File: config.mk
export PLATFORM = sky130hd
export DESIGN_NAME = ocyrus_quad
export DESIGN_NICKNAME = d
export VERILOG_FILES = /design/src/source/serdes_pkg.sv /design/src/source/clocking_pkg.sv /design/src/source/ocyrus_quad.sv /design/src/source/iserdes_lane.sv /design/src/source/oserdes_lane.sv /design/src/source/lock_fsm.sv /design/src/source/strobe_divider.sv
export SDC_FILE = /design/constraint.sdc
export NUM_CORES = 1
export LEC_CHECK = 0
export ABC_AREA = 1
export BUFFER_PORTS_ARGS = -buffer_cell sky130_fd_sc_hd__buf_4
export CAP_MARGIN = 40
export CORE_ASPECT_RATIO = 1.2
export CORE_UTILIZATION = 56
export CTS_CLUSTER_SIZE = 14
export DETAILED_ROUTE_END_ITERATION = 10
export PLACE_DENSITY = 0.83
export SYNTH_ARGS = -nofsm -noshare
export SYNTH_HDL_FRONTEND = slang
export SYNTH_SLANG_ARGS = --single-unit
File: constraint.sdc
create_clock -name fast_clock -period 1.8 [get_ports fast_clock]
set_input_delay 0.27 -clock fast_clock [delete_from_list [all_inputs] [get_ports fast_clock]]
set_output_delay 0.27 -clock fast_clock [all_outputs]
set_load 0.05 [all_outputs]
File: src/source/serdes_pkg.sv
package serdes_pkg;

	// --------------------------------------------------
	// word geometry
	// --------------------------------------------------

	localparam int bit_depth = 8; // bits per word, also bit-clock cycles per word
	localparam int lane_count = 4; // transmit lanes in the quad

	// --------------------------------------------------
	// data path types
	// --------------------------------------------------

	// one parallel word, msb leaves the serializer first
	typedef logic [bit_depth-1:0] word_t;

	// one word per transmit lane, element n feeds lane n
	typedef word_t [lane_count-1:0] lane_words_t;

	// one serial bit per transmit lane
	typedef logic [lane_count-1:0] lane_bits_t;

endpackage
File: src/source/clocking_pkg.sv
package clocking_pkg;

	// --------------------------------------------------
	// strobe generation
	// --------------------------------------------------

	// bit position inside a word, 0 .. bit_depth-1
	typedef logic [$clog2(serdes_pkg::bit_depth)-1:0] phase_t;

	// --------------------------------------------------
	// lock sequencing
	// --------------------------------------------------

	localparam int lock_words = 4; // strobes to wait after reset before lock

	typedef logic [2:0] lock_count_t; // holds 0 .. lock_words-1

	// stand-in for pll lock plus strobe alignment
	typedef enum logic [1:0] {
		state_hold    = 2'd0, // in reset
		state_acquire = 2'd1, // counting strobes
		state_locked  = 2'd2  // loads are passed through
	} lock_state_t;

endpackage

File: src/source/ocyrus_quad.sv
`timescale 1ns/1ns

module ocyrus_quad (
	input  logic fast_clock,
	input  logic reset,
	input  serdes_pkg::lane_words_t words_in,
	output serdes_pkg::lane_bits_t d_out,
	input  logic data_in,
	output serdes_pkg::word_t word_out,
	output logic word_valid,
	output logic locked
);

	logic word_strobe; // divided strobe, one cycle per word
	logic word_load; // strobe gated by lock, shared by every lane

	// --------------------------------------------------
	// clocking
	// --------------------------------------------------

	strobe_divider i_strobe_divider (
		.fast_clock  (fast_clock),
		.reset       (reset),
		.word_strobe (word_strobe)
	);

	// takes the place of the pll and bufpll lock chain
	lock_fsm i_lock_fsm (
		.fast_clock  (fast_clock),
		.reset       (reset),
		.word_strobe (word_strobe),
		.locked      (locked),
		.word_load   (word_load)
	);

	// --------------------------------------------------
	// transmit lanes
	// --------------------------------------------------

	for (genvar lane = 0; lane < serdes_pkg::lane_count; lane++) begin : g_tx
		oserdes_lane i_oserdes_lane (
			.fast_clock (fast_clock),
			.reset      (reset),
			.word_load  (word_load),
			.word_in    (words_in[lane]), // lane n sends element n
			.d_out      (d_out[lane])
		);
	end

	// --------------------------------------------------
	// receive lane
	// --------------------------------------------------

	iserdes_lane i_iserdes_lane (
		.fast_clock (fast_clock),
		.reset      (reset),
		.word_load  (word_load), // same word boundary as the transmit side
		.data_in    (data_in),
		.word_out   (word_out),
		.word_valid (word_valid)
	);

endmodule

File: src/source/iserdes_lane.sv
`timescale 1ns/1ns

module iserdes_lane (
	input  logic fast_clock,
	input  logic reset,
	input  logic word_load,
	input  logic data_in,
	output serdes_pkg::word_t word_out,
	output logic word_valid
);

	serdes_pkg::word_t shift_reg; // last bit_depth samples, oldest on top
	serdes_pkg::word_t word_next; // assembled word including this edge's sample

	// --------------------------------------------------
	// serial shift in
	// --------------------------------------------------

	assign word_next = {shift_reg[serdes_pkg::bit_depth-2:0], data_in};

	always_ff @(posedge fast_clock) begin
		shift_reg <= word_next; // samples every edge, reset or not
	end

	// --------------------------------------------------
	// word capture
	// --------------------------------------------------

	always_ff @(posedge fast_clock) begin
		if (reset) begin
			word_out <= '0;
			word_valid <= 1'b0;
		end else begin
			if (word_load) begin
				word_out <= word_next; // first sample received lands in the msb
			end
			word_valid <= word_load; // single cycle after each load
		end
	end

endmodule

File: src/source/oserdes_lane.sv
`timescale 1ns/1ns

module oserdes_lane (
	input  logic fast_clock,
	input  logic reset,
	input  logic word_load,
	input  serdes_pkg::word_t word_in,
	output logic d_out
);

	serdes_pkg::word_t shift_reg; // word being sent, current bit on top

	// --------------------------------------------------
	// parallel load and shift out
	// --------------------------------------------------

	// one 8-bit register does the job of the master/slave pair
	always_ff @(posedge fast_clock) begin
		if (reset) begin
			shift_reg <= '0; // line idles low until the first load
		end else if (word_load) begin
			shift_reg <= word_in; // sampled only at the load edge
		end else begin
			shift_reg <= {shift_reg[serdes_pkg::bit_depth-2:0], 1'b0}; // zero fill
		end
	end

	// msb of the word leaves first
	assign d_out = shift_reg[serdes_pkg::bit_depth-1];

endmodule

File: src/source/lock_fsm.sv
`timescale 1ns/1ns

module lock_fsm (
	input  logic fast_clock,
	input  logic reset,
	input  logic word_strobe,
	output logic locked,
	output logic word_load
);

	clocking_pkg::lock_state_t state; // current sequencer state
	clocking_pkg::lock_state_t state_next;
	clocking_pkg::lock_count_t strobe_count; // strobes seen while acquiring
	logic last_strobe; // this strobe completes the lock wait

	// --------------------------------------------------
	// next state
	// --------------------------------------------------

	assign last_strobe = word_strobe
		&& (strobe_count == clocking_pkg::lock_count_t'(clocking_pkg::lock_words - 1));

	always_comb begin
		state_next = state; // hold by default
		case (state)
			clocking_pkg::state_hold: begin
				state_next = clocking_pkg::state_acquire; // leave as soon as reset drops
			end
			clocking_pkg::state_acquire: begin
				if (last_strobe) begin
					state_next = clocking_pkg::state_locked;
				end
			end
			clocking_pkg::state_locked: begin
				state_next = clocking_pkg::state_locked; // stays until reset
			end
			default: begin
				state_next = clocking_pkg::state_hold; // unused encoding
			end
		endcase
	end

	// --------------------------------------------------
	// state and strobe counter
	// --------------------------------------------------

	always_ff @(posedge fast_clock) begin
		if (reset) begin
			state <= clocking_pkg::state_hold;
			strobe_count <= '0;
		end else begin
			state <= state_next;
			if (state == clocking_pkg::state_acquire && word_strobe) begin
				strobe_count <= strobe_count + 1'b1; // only counts while acquiring
			end
		end
	end

	// --------------------------------------------------
	// outputs
	// --------------------------------------------------

	assign locked = (state == clocking_pkg::state_locked); // level, like pll lock

	// nothing is loaded before lock, after that every strobe loads a word
	assign word_load = word_strobe && (state == clocking_pkg::state_locked);

endmodule

File: src/source/strobe_divider.sv
`timescale 1ns/1ns

module strobe_divider (
	input  logic fast_clock,
	input  logic reset,
	output logic word_strobe
);

	clocking_pkg::phase_t phase; // bit position within the current word
	logic phase_wrap; // last bit of the word

	// --------------------------------------------------
	// phase counter
	// --------------------------------------------------

	assign phase_wrap = (phase == clocking_pkg::phase_t'(serdes_pkg::bit_depth - 1));

	always_ff @(posedge fast_clock) begin
		if (reset) begin
			phase <= '0; // word boundary restarts here
		end else if (phase_wrap) begin
			phase <= '0; // wrap after bit_depth cycles
		end else begin
			phase <= phase + 1'b1;
		end
	end

	// --------------------------------------------------
	// registered strobe
	// --------------------------------------------------

	// one cycle high per word, same job as the io strobe from the clock buffer
	always_ff @(posedge fast_clock) begin
		if (reset) begin
			word_strobe <= 1'b0;
		end else begin
			word_strobe <= phase_wrap; // lands in the cycle the counter wraps to 0
		end
	end

endmodule

# After elaboration in Yosys (flattened, before gate mapping)
# Cells that the tools add are included.
classes:
  n_eq_ne: 5
  n_shift: 0
  div_mod_pow: 0
  n_mul: 0
  magnitude_cmp: 0
  bitwise_logic: 1
  mux: 6
  add_sub_neg: 2
  n_reduce_logical: 6
op_table:
  columns: ["operator", "n"]
  rows:
  - ["2-to-1 mux 8 bit", 4]
  - ["adder 3 x 1 -> 3 bit, second input constant", 2]
  - ["case mux 2 bit (3 select lines)", 1]
  - ["OR reduction 2 bit", 2]
  - ["== test 3 x 2 -> 1 bit, second input constant", 1]
  - ["== test 3 bit, second input constant", 1]
  - ["logical AND 1 bit", 3]
  - ["== test 2 x 1 -> 1 bit, second input constant", 1]
  - ["== test 2 bit, second input constant", 1]
  - ["zero test 2 bit", 1]
  - ["2-to-1 mux 2 bit", 1]
  - ["inequality test 2 x 1 -> 1 bit, second input constant", 1]
  - ["NOT 1 bit", 1]
totals:
  mem_count: 0
  word_cells: 35
  romBits: 0
  inputBits: 35
  latchBits: 0
  mem_bits_rw: 0
  ff_bits: 57
  output_inout_bits: 14

# Logic depth before layout (Yosys ltp)
# Gate-level depths: netlist of run 1.
depth:
  ltp_word: 4
  depth_mapped: 7
  mapped_depth_nobuf: 7

# Hierarchy
# From an unflattened synthesis of run 1, not the netlist that was laid out.
hier_totals:
  hier_cells: 302
  hier_area_um2: 2187.1
modules_own_cells:
  columns: ["mod", "area_per_inst_um2", "instances", "seq_area_each_um2", "cells_per_inst"]
  rows:
  - ["oserdes_lane", 314.1, 4, 160.2, 47]
  - ["iserdes_lane", 509.2, 1, 320.3, 61]
  - ["lock_fsm", 280.3, 1, 100.1, 38]
  - ["strobe_divider", 141.4, 1, 80.1, 15]

# Worst setup path before layout of run 1
# OpenSTA, ideal clock, no wires.
synth_timing:
  path_type: "flip-flop to flip-flop"
  from: "reg i_lock_fsm.state[0]"
  to: "reg g_tx[1].i_oserdes_lane.shift_reg[1]"
  stages_incl_launch_ff: 8
  path_slack_ps: 259
  path_buffers: 2
  arrival_ps: 1428
  synth_period_minus_slack_ps: 1541
  required_ps: 1687
  setup_time_ps: 113
  cell_sequence: "dfxtp_1 -> inv_1 -> ha_1 -> nand2_2 -> buf_6 -> buf_6 -> o21ai_2 -> nor2_1"
synth_between:
  elab_chain_len: 3
synth_rtl:
  columns: ["element", "line", "text"]
  rows:
  - ["start: declaration", "lock_fsm.sv:11", "clocking_pkg::lock_state_t state;"]
  - ["start signal: assignment", "lock_fsm.sv:49", "state <= clocking_pkg::state_hold;"]
  - ["start signal: assignment", "lock_fsm.sv:52", "state <= state_next;"]
  - ["== test 2 bit", null, null]
  - ["net locked", "ocyrus_quad.sv:11", "output logic locked"]
  - ["logical AND 1 bit", "lock_fsm.sv:66", "assign word_load = word_strobe && (state == clocking_pkg::state_locked);"]
  - ["2-to-1 mux 8 bit", "oserdes_lane.sv:21", "end else if (word_load) begin"]
  - ["end signal: assignment", "oserdes_lane.sv:22", "shift_reg <= word_in;"]
  - ["end signal: assignment", "oserdes_lane.sv:24", "shift_reg <= {shift_reg[serdes_pkg::bit_depth-2:0], 1'b0};"]
  - ["end: declaration", "oserdes_lane.sv:11", "serdes_pkg::word_t shift_reg;"]
# The timed path passes the listed nets, and every way through them passes these cells.
# A chain may end at the register's enable or synchronous reset.

# Worst setup path after layout of run 1
layout_timing:
  from: "reg i_lock_fsm.state[0]"
  to: "reg g_tx[3].i_oserdes_lane.shift_reg[4]"
layout_between:
  elab_chain_len: 3
layout_rtl:
  columns: ["element", "line"]
  rows:
  - ["== test 2 bit", "lock_fsm.sv:66"]
  - ["logical AND 1 bit", "lock_fsm.sv:66"]
  - ["2-to-1 mux 8 bit", "oserdes_lane.sv:21"]
  - ["end signal: assignment", "oserdes_lane.sv:22"]
  - ["end signal: assignment", "oserdes_lane.sv:24"]
  - ["end: declaration", "oserdes_lane.sv:11"]
# Every way passes these cells.

==> flow_results.org, run 1 <==
** Status
- Outcome :: finished, violations left
- Violations in the final reports :: DRC

** CTS
- CTS saw 57 sinks.
- The H-tree was split into 3 levels.
- Clock latency on the worst-skew pair, taken at its later pin, is 330 ps.
- TritonCTS built the clock tree.
- Setup Buffers After CTS :: 0
- Clock-pin transition on the worst setup and hold timing paths :: 60 ps
- In this run, post-CTS repair resized a total of 0 instances.
- Clock tree synthesis inserted a total of 9 buffers.
- CTS Root Buffer Type :: clkbuf_8
- In this run, post-CTS hold repair placed 0 buffers.
- No sink is reached through more buffers than the 2 on the longest clock path.

** Place
- Number of buffer cells added on primary ports :: 48
- Total half-perimeter wirelength after legalization and detailed placement :: ~2400 um
- Global placer's final weighted congestion :: 0.737

** Timing
- RSZ-0062 raised after global routing :: false
- Setup violations remaining at the end of the flow were counted as 0.
- Of the available clock period, the critical path in the final layout requires 0.833.
- Number of max-slew violations in the final report :: 0
- Number of hold-slack violations in the final timing report :: 0
- Worst relative slew slack :: 0.710
- Time the worst path needs with I/O delays and setup :: 1500 ps
- Maximum achievable frequency :: between 600 and 700 MHz
- Total negative slack for setup checks :: 0 ps
- For the pin with the worst max-slew slack, the measured transition is roughly 430 ps.
- Largest clock skew in the final design :: between 6 and 7 ps

** Route
- Pre-antenna DRT Iters :: 7
- Once detail routing completed, the nets flagged for antenna violations numbered 0.
- Number of remaining DRC errors :: 6
- The final layout contains routed wiring with a total length of 3570 um.
- Mean routed wirelength per cell :: approximately 11 um
- After detailed routing, the number of vias per cell comes to approximately 4.8.
- The detailed router placed 1,545 vias in this run.
- Initial DRC Count :: between 70 and 80

** Critical path
- CP most frequent cell :: nor2_1
- Sequence of cells on the critical path :: inv_1 > ha_1 > nand2_2 > clkinv_2 > nor2_1 > nor2_1
- Class of the most critical setup path :: reg2reg
- For this run, the slowest stage of the critical path takes about 350 ps.
- The cell family contributing the most delay on the critical path is buffers and inverters.
- Worst setup EP type :: flip-flop
- Data arrival time of the critical path :: 1720 ps
- Data required, critical path :: 2020 ps
- Maximum fanout encountered on the critical timing path :: 36
- The largest individual stage delay along the critical path comes from the cell clkinv_2.
- The worst setup path is launched from a flip-flop.
- Worst path buffer plus inverter count :: 2

** Die
- The total area inside the core boundary comes to between 3000 and 4000 um^2.
- For this configuration, the core starts out at a cell density of 0.597.
- I/O pins :: between 40 and 50
- Row generation in the floorplan step produced 23 rows.
- The die is a little under 70 um tall.
- Measured along the x axis, the die boundary spans 56.9 um.
- The floorplan step defined a die boundary enclosing 3870 um^2.

** GRT
- Entering global routing, the biggest net connects 38 pins.
- For this run the aggregate overflow at the end of global routing stands at 0.
- GR Util All Layers :: 0.207
- Initial antenna violation count :: 0
- The number of global-route vias before repair is around 1,400.
- The first global-routing pass estimated 5900 um of wire.

** Power
- Summed over all cells, the static leakage comes to 1.11 nW.
- Final Power :: around 0.0026 W
- The worst-case IR drop observed on VDD is approximately 1.0 mV.
- Cell Pwr Density :: between 1000 and 1500 nW/um^2

** Synthesis
- For this run, the number of Yosys warnings is 0.
- Counting flops and latches in the post-synthesis netlist gives 57.
- Synthesis produced a netlist with a net count of roughly 280.
- Synth Instances :: around 230
- Sequential share of the synthesized area :: 0.563
- The synthesized netlist occupies a cell area of around 2000 um^2.
- The average instance in the mapped netlist occupies just under 9 um^2.
- The number of different library cells used by synthesis comes to 17.

** Finish
- The library cell used most frequently in the layout, excluding fill and tap cells, is nor2_1.
- At the end of the flow, the number of nets in the layout was around 320.
- Fraction of final layout cells sized beyond drive strength 1 :: 0.277
- Number of flip-flops in the largest register :: 32
- Antenna diode count :: 0
- Area Growth Syn to Fin :: 23.8%
- Top library cells by usage in the layout, fill and taps aside :: nor2_1, dfxtp_1, buf_4, o21ai_1, inv_1

** Run
- Count of max-cap constraint violations :: 0

** Min path
- The path class of the tightest hold or removal check is in2reg.
-- kinds of logic (layout without fill, tap and decap cells) --
family	after synthesis	after routing	share of synthesized area
simple gates	101	101	0.193
buf+inv	29	81	0.0858
fa+ha+maj	7	7	0.0432
flops	57	57	0.563
compound gates	39	39	0.115
-- per-layer routing --
metal / track usage / part of all wire / vias up / routed length [um]
li1: - / - / 815 / -
met1: 0.224 / 0.43 / 681 / 1530
met2: 0.351 / 0.49 / 38 / 1730
met3: 0.0605 / 0.058 / 11 / 207
met4: 0.146 / 0.027 / 0 / 98
met5: 0 / 0 / - / 0
-- worst paths after layout --
check | from | to | slack [ps] | cells after the start
setup / recovery | i_lock_fsm.state[0]$_SDFFE_PP0P_ | g_tx[3].i_oserdes_lane.shift_reg[4]$_SDFF_PP0_ | 300 | 6
hold / removal | data_in | i_iserdes_lane.shift_reg[0]$_DFF_P_ | 50 | 1
setup reg to reg | i_lock_fsm.state[0]$_SDFFE_PP0P_ | g_tx[3].i_oserdes_lane.shift_reg[4]$_SDFF_PP0_ | 300 | 6
hold reg to reg | i_iserdes_lane.shift_reg[4]$_DFF_P_ | i_iserdes_lane.shift_reg[5]$_DFF_P_ | 350 | 0
-- area by class of cell --
type                            instances  area [um^2]
Clock buffer                           13          159
Clock inverter                          3         15.0
Fill cell                             262          886
Inverter                               14         53.8
Multi-Input combinational cell        147          712
Sequential cell                        57         1140
Tap cell                               37         46.3
Timing Repair Buffer                   51          383
-- power by group --
part	total (W)	internal (W)	switching, W
registers	0.00131	0.00130	0.0000166
clock network	0.00103	0.000568	0.000460
logic	0.000276	0.000127	0.000149
-- metrics by stage --
step	std cells	hold WS (ps)	utilization	cell area, um^2	setup slack (ps)
detailed placement	306	338	0.688	2340	307
finish	322	53.1	0.739	2510	300
global placement	306	334	0.688	2340	378
CTS	322	41.7	0.739	2510	303
global route	322	41.7	0.739	2510	82.6
floorplan	233	298	-	2030	259
-- synthesized netlist by cell type --
cell | instances | area (um^2)
nor2_1 | 88 | 330
dfxtp_1 | 57 | 1140
o21ai_1 | 20 | 100
inv_1 | 12 | 45.0
o21ai_2 | 10 | 87.6
nand2_1 | 9 | 33.8
buf_4 | 8 | 60.1
ha_1 | 7 | 87.6
o21ai_0 | 7 | 35.0
buf_6 | 4 | 45.0
buf_2 | 3 | 15.0
a21oi_1 | 2 | 10.0
nand3_1 | 2 | 10.0
clkinv_2 | 1 | 5.00
inv_2 | 1 | 3.75
nand2_2 | 1 | 6.26
nor2_4 | 1 | 11.3
-- worst register-to-register path: stages, from the launching register on --
cell      delay [ps]
dfxtp_1          340
inv_1             80
ha_1             230
nand2_2           90
clkinv_2         350
nor2_1           240
nor2_1            70
Power figures use the tool's default switching activity.
==> run 2: changes to the inputs <==
- ABC_AREA: 1 -> 0
- CORE_UTILIZATION: 56 -> 48
- PLACE_DENSITY: 0.83 -> 0.74
- clock period: 1.8 -> 1.2 ns (I/O delays scaled with it)
==> flow_results.org, run 2 <==
** Status
- Outcome :: finished, violations left (unchanged)
- Violations in the final reports: setup timing (was DRC).

** Critical path
- The reg-to-reg setup timing slack is -60 ps (was 300 ps).
- Class of the most critical setup path :: reg2reg (unchanged)
- Maximum fanout encountered on the critical timing path :: 8 (was 36)
- Reg2Reg Depth :: 6 (unchanged)
- Worst path buffer plus inverter count :: 3 (was 2)
- Data required, critical path :: 1460 ps (was 2020 ps)
- Sequence of cells on the critical path: inv_2 > ha_4 > buf_8 > buf_12 > a21bo_1 > a21oi_2 (was inv_1 > ha_1 > nand2_2 > clkinv_2 > nor2_1 > nor2_1).
- Reg2reg end :: g_tx[0].i_oserdes_lane.shift_reg[1]$_SDFF_PP0_ (was g_tx[3].i_oserdes_lane.shift_reg[4]$_SDFF_PP0_)
- Data arrival time of the critical path :: 1520 ps (was 1720 ps)
- Setup crit end :: g_tx[0].i_oserdes_lane.shift_reg[1]$_SDFF_PP0_ (was g_tx[3].i_oserdes_lane.shift_reg[4]$_SDFF_PP0_)
- The cell with the biggest individual delay on the critical path is dfxtp_2 (was clkinv_2).
- Source of the worst register-to-register timing path :: i_lock_fsm.state[0]$_SDFFE_PP0P_ (unchanged)
- Cell count along the critical path :: 6 (unchanged)
- The kind of start point of the critical path is a flip-flop (unchanged).
- The worst stage delay on the critical path came to 340 ps (was 350 ps).
- Startpoint of the worst setup timing path :: i_lock_fsm.state[0]$_SDFFE_PP0P_ (unchanged)
- Worst setup EP type :: flip-flop (unchanged)
- Delay-heaviest family, CP :: compound AO/OA/AOI/OAI gates (was buffers and inverters)

** Timing
- RSZ-0062 raised after global routing: true (was false).
- Maximum achievable frequency :: 792 MHz (was 667 MHz)
- The worst hold margin was 41.8 ps (was 53.1 ps).
- Number of failing setup endpoints in the final timing report :: 35 (was 0)
- Largest clock skew in the final design :: 6.20 ps (was 6.50 ps)
- The share of the clock period used by the worst path after layout was 1.05 (was 0.833).
- The final critical-path setup slack came to -63.1 ps (was 300 ps).
- Total negative slack for setup checks :: -479 ps (was 0 ps)
- Number of max-slew violations in the final report :: 0 (unchanged)
- Pin slew with the least headroom to its limit :: 366 ps (was 434 ps)
- Time the worst path needs with I/O delays and setup :: 1260 ps (was 1500 ps)
- Worst relative slew slack :: 0.756 (was 0.710)
- Number of hold-slack violations in the final timing report :: 0 (unchanged)

** Synthesis
- The count of flip-flops with a built-in enable after synthesis was 0 (unchanged).
- The library cell with the highest instance count after synthesis was dfxtp_1 (was nor2_1).
- The leading area contributor after synthesis was dfxtp_1 (unchanged).
- The share of synthesized area occupied by flip-flops and latches came to 0.484 (was 0.563).
- The total number of yosys warnings is 0 (unchanged).
- Synth Instances :: 225 (was 233)
- The prevailing post-synth register cell is dfxtp_1 (unchanged).
- The per-instance average area after synthesis came to 10.5 um^2 (was 8.70 um^2).
- The share of flip-flops with an asynchronous set or reset after synthesis came to 0 (unchanged).
- Most frequent cells after synthesis: dfxtp_1, a21oi_1, nand3_1 (was nor2_1, dfxtp_1, o21ai_1).
- The cell area after synthesis was 2360 um^2 (was 2030 um^2).
- Synth Register Bits :: 57 (unchanged)
- Proportion of netlist area held by the largest area contributor :: 0.484 (was 0.563)
- The number of distinct standard cells referenced by the synthesized netlist is 22 (was 17).
- Synth area leaders: dfxtp_1, a21bo_2, a21oi_1, nand3_1, buf_6 (was dfxtp_1, nor2_1, o21ai_1, ha_1, o21ai_2).
- Net count after synthesis :: 267 (was 275)

** Finish
- The number of standard cells in the layout, taps in and fillers out was 342 (was 322).
- The end-of-flow core utilization is 0.686 (was 0.739).
- The share of final-layout standard cells stronger than drive strength 1 is 0.525 (was 0.277).
- The number of flip-flops under the largest register name was 32 (unchanged).
- Leading cell type in the layout, fill and taps excluded :: buf_4 (was nor2_1)
- The relative area change from synthesis to final layout came to 35.8% (was 23.8%).
- The net count reported at finish is 321 (was 322).
- The number of diodes was 0 (unchanged).
- Top library cells by usage in the layout, fill and taps aside: buf_4, dfxtp_1, nand3_1, a21bo_2, a21oi_2 (was nor2_1, dfxtp_1, buf_4, o21ai_1, inv_1).

** Die
- The total core area was 4660 um^2 (was 3400 um^2).
- The effective utilization at floorplan is 0.505 (was 0.597).
- Overall die area :: 5190 um^2 (was 3870 um^2)
- The number of rows in the core area is 27 (was 23).
- The vertical die dimension came to 78.7 um (was 67.9 um).
- Die width :: 66.0 um (was 56.9 um)
- I/O pins :: 49 (unchanged)

** Route
- Routed vias :: 1,758 (was 1,545)
- The per-cell routed wire length is 14.0 um (was 11.1 um).
- The post-route antenna net violation count came to 0 (unchanged).
- Pre-antenna DRT Iters :: 4 (was 7)
- Number of remaining DRC errors :: 0 (was 6)
- The total routed wirelength came to 4790 um (was 3570 um).
- Initial DRC Count :: 94 (was 77)
- Vias per inst :: 5.14 (was 4.80)

** CTS
- Clock-pin transition on the worst setup and hold timing paths :: 60 ps (about the same)
- Skew-Pair Late Insertion Delay :: 330 ps (about the same)
- Maximum number of buffers from clock root to sink :: 2 (unchanged)
- The CTS tree was yes (unchanged).
- The number of H-tree levels came to 3 (unchanged).
- CTS Root Buffer Type :: clkbuf_8 (unchanged)
- Number of buffers created by CTS :: 9 (unchanged)
- The clock sink count came to 57 (unchanged).

** Place
- The cell count after placement came to 314 (was 306).
- Global placer's final weighted congestion :: 0.748 (was 0.737)
- Number of buffer cells added on primary ports :: 48 (unchanged)
- Total half-perimeter wirelength after legalization and detailed placement :: 2590 um (was 2370 um)

** GRT
- Largest net degree at the start of global routing :: 42 (was 38)
- Total overflow reported by the global router :: 0 (unchanged)
- The number of antenna violations at the first check in global routing came to 0 (unchanged).
- The total routing resource utilization after global routing was 0.182 (was 0.207).
- The global-route wire length before repair is 6980 um (was 5900 um).
- Via count of the first global-routing pass :: 1,556 (was 1,415)

** Power
- Cell Pwr Density :: 1620 nW/um^2 (was 1040 nW/um^2)
- The peak supply drop was 1.21 mV (was 0.998 mV).
- The total chip power was 0.00520 W (was 0.00262 W).
- The reported leakage power is 1.27 nW (was 1.11 nW).

** Min path
- The class of the tightest hold or removal check is in2reg (unchanged).

** Run
- The max-cap violation count came to 0 (unchanged).
## run 2: cell count changes after synthesis, moves of 7 or more
| cell | before | now |
|---|---|---|
| a21oi_1 | 2 | 39 |
| a21bo_1 | 0 | 8 |
| buf_6 | 4 | 12 |
| inv_1 | 12 | 3 |
| nand2_1 | 9 | 0 |
| nor2_1 | 88 | 0 |
| o21ai_0 | 7 | 0 |
| o21ai_1 | 20 | 0 |
| a21bo_2 | 0 | 30 |
| o21ai_2 | 10 | 0 |
| nand3_1 | 2 | 37 |
## run 2: stage by stage
step	instance area [um^2]	setup slack (ps)
after floorplan	2380	-5.20
after global placement	2700	38.7
after detailed placement	2700	-15.7
after CTS	3040	-51.1
after global routing	3200	-98.8
final	3200	-63.1
## run 2: worst min path at each step
| stage | start | endpoint | slack [ps] | cells after the start |
|---|---|---|---|---|
| floorplan | data_in | i_iserdes_lane.shift_reg[0]$_DFF_P_ | 210 | 0 |
| global placement | data_in | i_iserdes_lane.shift_reg[0]$_DFF_P_ | 300 | 1 |
| detailed placement | data_in | i_iserdes_lane.shift_reg[0]$_DFF_P_ | 300 | 1 |
| CTS | reset | i_iserdes_lane.word_out[5]$_SDFFE_PP0N_ | 30 | 2 |
| global route | reset | i_iserdes_lane.word_out[5]$_SDFFE_PP0N_ | 40 | 2 |
| finish | reset | i_iserdes_lane.word_out[5]$_SDFFE_PP0N_ | 40 | 2 |
## run 2: layout make-up
| type | instances | area [um^2] |
|---|---|---|
| Fill cell | 355 | 1460 |
| Sequential cell | 57 | 1140 |
| Multi-Input combinational cell | 139 | 1130 |
| Timing Repair Buffer | 69 | 666 |
| Clock buffer | 13 | 159 |
| Tap cell | 58 | 72.6 |
| Clock inverter | 3 | 15.0 |
| Inverter | 3 | 11.3 |
## run 2: repair_timing
action / in CTS / in global routing
setup endpoints to repair: 3 / 42
gates resized for setup: 28 / 14
hold buffers: 1 / 0
setup buffers: 4 / 3
gates cloned: 1 / 3
pin swaps: 6 / 9
endpoints found under the hold margin: 1 / 0
## run 2: routing by layer
metal,GRT usage,wire [um],vias to the layer above
li1,-,-,893
met1,0.223,2120,829
met2,0.273,2420,31
met3,0.0589,189,5
met4,0.109,59,0
met5,0,0,-
## run 2: where the power goes
group | internal, W | leakage, nW | total, W | switching [W]
logic | 0.000887 | 0.710 | 0.00162 | 0.000731
clock network | 0.000852 | 0.0932 | 0.00157 | 0.000721
registers | 0.00196 | 0.464 | 0.00200 | 0.0000463
## run 2: kinds of logic after synthesis
group           Yosys count  synth area share
fa+ha+maj                 7            0.0372
flops                    57             0.484
compound gates           79             0.253
buf+inv                  29            0.0993
mux                       2           0.00850
simple gates             51             0.118
## run 2: worst reg2reg max path, cell delays in order (launching register included)
cell and delay (ps):
dfxtp_2 340, inv_2 50, ha_4 170, buf_8 140, buf_12 130, a21bo_1 190, a21oi_2 160
==> run 3: changes to the inputs <==
- CELL_PAD_IN_SITES_DETAIL_PLACEMENT: unset -> 0
- CELL_PAD_IN_SITES_GLOBAL_PLACEMENT: unset -> 1
- CORE_UTILIZATION: 48 -> 37
- PLACE_DENSITY: 0.74 -> unset
- PLACE_DENSITY_LB_ADDON: unset -> 0.1
- clock period: 1.2 -> 1.05 ns (I/O delays scaled with it)
==> flow_results.org, run 3 (synthesis results as in run 2) <==
** Die
- The effective utilization at floorplan is 0.387 (was 0.505).
- The vertical die dimension came to 89.4 um (was 78.7 um).
- Number of rows in the core area :: 31 (was 27)
- The floorplan die area was 6690 um^2 (was 5190 um^2).
- I/O pins :: 49 (unchanged)
- The total core area was 6090 um^2 (was 4660 um^2).
- The x dimension of the die was 74.8 um (was 66.0 um).

** Status
- Outcome: finished, violations left (unchanged).
- Violations in the final reports :: setup timing (unchanged)

** Route
- Vias per inst :: 4.72 (was 5.14)
- The post-route DRC violation count came to 0 (unchanged).
- The post-route antenna net violation count is 0 (unchanged).
- The number of iterations in the first detailed-routing pass is 4 (unchanged).
- The total routed wirelength was 4690 um (was 4790 um).
- The iteration-0 DRC count of the detailed router came to 117 (was 94).
- Mean routed wirelength per cell :: 12.8 um (was 14.0 um)
- Routed vias :: 1,727 (was 1,758)

** Timing
- Largest clock skew in the final design :: 6.98 ps (was 6.20 ps)
- Maximum achievable frequency :: 789 MHz
- Number of max-slew violations in the final report :: 0 (unchanged)
- Number of failing setup endpoints in the final timing report :: 43 (was 35)
- After layout, the minimum clock period comes to 1270 ps.
- The final critical-path setup slack was -218 ps (was -63.1 ps).
- The number of endpoints with negative hold slack in the final report was 0 (unchanged).
- Pin slew with the least headroom to its limit :: 246 ps (was 366 ps)
- RSZ-0062 raised after global routing: true (unchanged).
- Dividing the final minimum period by the clock period gives 1.21.
- The tightest slew margin relative to the limit was 0.836 (was 0.756).

** CTS
- Number of sinks on the clock net :: 57 (unchanged)
- TritonCTS clock tree :: yes (unchanged)
- Number of H-tree levels :: 3 (unchanged)
- The clock-pin slew of the registers on the worst-case setup and hold paths is 60 ps (about the same).
- The CTS root buffer is clkbuf_8 (unchanged).
- The total clock buffers created by CTS came to 9 (unchanged).
- The largest buffer count on any clock path is 2 (unchanged).
- Skew-Pair Late Insertion Delay :: 320 ps (was 330 ps)

** Finish
- Top library cells by usage in the layout, fill and taps aside :: buf_4, dfxtp_1, nand3_1, a21bo_2, a21oi_1 (was buf_4, dfxtp_1, nand3_1, a21bo_2, a21oi_2)
- The area used by multi-input combinational logic is 1100 um^2 (was 1130 um^2).
- The end-of-flow core utilization was 0.524 (was 0.686).
- The area taken by flip-flops and latches is 1150 um^2 (was 1140 um^2).
- Antenna diode count :: 0 (unchanged)
- The area of all placed cells without fillers came to 3190 um^2 (was 3200 um^2).
- Leading cell type in the layout, fill and taps excluded :: buf_4 (unchanged)
- The number of flip-flops under the largest register name is 32 (unchanged).
- The net count reported at finish came to 321 (unchanged).
- Number of standard cells in the layout, taps in and fillers out :: 366 (was 342)
- The fill cell instance count of the final layout was 595 (was 355).
- The relative area change from synthesis to final layout is 35.4% (was 35.8%).
- The share of final-layout standard cells stronger than drive strength 1 came to 0.489 (was 0.525).

** Place
- The cell count after placement came to 343 (was 314).
- The weighted congestion at the end of routability-driven global placement came to 0.659 (was 0.748).
- The total cell area at the placement stage came to 2780 um^2 (was 2700 um^2).
- The worst setup slack before clock tree synthesis is -145 ps (was -15.7 ps).
- The estimated wirelength of the detail-placed design is 2740 um (was 2590 um).
- The number of buffers inserted by port buffering is 48 (unchanged).

** Critical path
- The cell with the biggest individual delay on the critical path is dfxtp_2 (unchanged).
- The worst stage delay on the critical path is 330 ps (was 340 ps).
- The worst setup path category was reg2out (was reg2reg).
- The kind of start point of the critical path is a flip-flop (unchanged).
- Data required, critical path :: 890 ps (was 1460 ps)
- The peak fanout along the critical path was 2 (was 8).
- Sequence of cells on the critical path :: inv_2 > ha_4 > buf_6 > buf_8 (was inv_2 > ha_4 > buf_8 > buf_12 > a21bo_1 > a21oi_2)
- The nature of the critical path endpoint is an output pin (was flip-flop).
- The data arrival time of the critical path is 1110 ps (was 1520 ps).
- Delay-heaviest family, CP :: flip-flops (was compound AO/OA/AOI/OAI gates)
- The worst path buffer plus inverter count is 3 (unchanged).

** GRT
- Via count of the first global-routing pass :: 1,561 (was 1,556)
- The number of antenna violations at the first check in global routing was 0 (unchanged).
- GR Util All Layers :: 0.145 (was 0.182)
- Total overflow reported by the global router :: 0 (unchanged)
- Wire length of the first global-routing pass :: 7120 um (was 6980 um)
- Largest net degree at the start of global routing :: 37 (was 42)

** Power
- Cell Pwr Density :: 1800 nW/um^2 (was 1620 nW/um^2)
- The reported leakage power is 1.26 nW (was 1.27 nW).
- Peak supply drop :: 1.10 mV (was 1.21 mV)

** Run
- Count of max-cap constraint violations :: 0 (unchanged)

** Min path
- Hold Crit Class :: in2reg (unchanged)
[run 3: cell count changes in the layout (fill, tap and decap cells not counted), moves of 2 or more]
| cell | delta |
|---|---|
| ha_4 | +3 |
| buf_4 | -3 |
| a21oi_1 | +15 |
| ha_1 | -3 |
| dfxtp_1 | -2 |
| buf_6 | +5 |
| a21oi_2 | -15 |
[run 3: final cells by class]
cell class | instances | area share
inverter | 3 | 0.00353
multi-input combinational | 139 | 0.345
clock inverter | 3 | 0.00471
clock buffer | 13 | 0.0498
sequential | 57 | 0.360
tap | 82 | 0.0322
timing repair buffer | 69 | 0.204
[run 3: path summary, 6_finish.rpt]
kind / startpoint / to / slack (ps) / cells after the start
min reg2reg: i_iserdes_lane.shift_reg[2]$_DFF_P_ / i_iserdes_lane.shift_reg[3]$_DFF_P_ / 360 / 0
max reg2reg: i_lock_fsm.state[0]$_SDFFE_PP0P_ / g_tx[3].i_oserdes_lane.shift_reg[6]$_SDFF_PP0_ / -190 / 6
max: i_lock_fsm.state[0]$_SDFFE_PP0P_ / locked / -220 / 4
min: words_in[16] / g_tx[2].i_oserdes_lane.shift_reg[0]$_SDFF_PP0_ / 40 / 2
[run 3: where the power goes]
part	leakage, nW	internal [W]	switching, W
Clock	0.0932	0.000974	0.000795
Combinational	0.702	0.000864	0.000807
Sequential	0.465	0.00224	0.0000515
[run 3: per-stage QoR]
| step | power (W) | hold slack (ps) | setup TNS, ps |
|---|---|---|---|
| after CTS | 0.00559 | 20.5 | -6990 |
| after detailed placement | 0.00352 | 274 | -2520 |
| final | 0.00573 | 40.7 | -5810 |
| after global routing | 0.00604 | 40.5 | -8230 |
| after global placement | 0.00352 | 277 | -2320 |
| after floorplan | 0.00315 | 185 | -5920 |
[run 3: timing repair]
item	CTS	global route
pin swaps	6	3
gates cloned	1	2
buffers inserted	4	2
hold endpoints to repair	1	0
resized for setup	20	17
endpoints found under the setup margin	46	50
hold buffers	1	0
[run 3: worst reg2reg max path, stage by stage (launching register included)]
cell,delay (ps)
dfxtp_2,330
inv_2,50
ha_4,160
buf_6,150
buf_12,150
a21bo_2,200
a21oi_2,140
[run 3: layer usage]
layer / vias up / part of all wire / global-route usage
li1: 894 / - / -
met1: 797 / 0.48 / 0.179
met2: 31 / 0.46 / 0.224
met3: 5 / 0.043 / 0.0541
met4: 0 / 0.011 / 0.0617
met5: - / 0 / 0
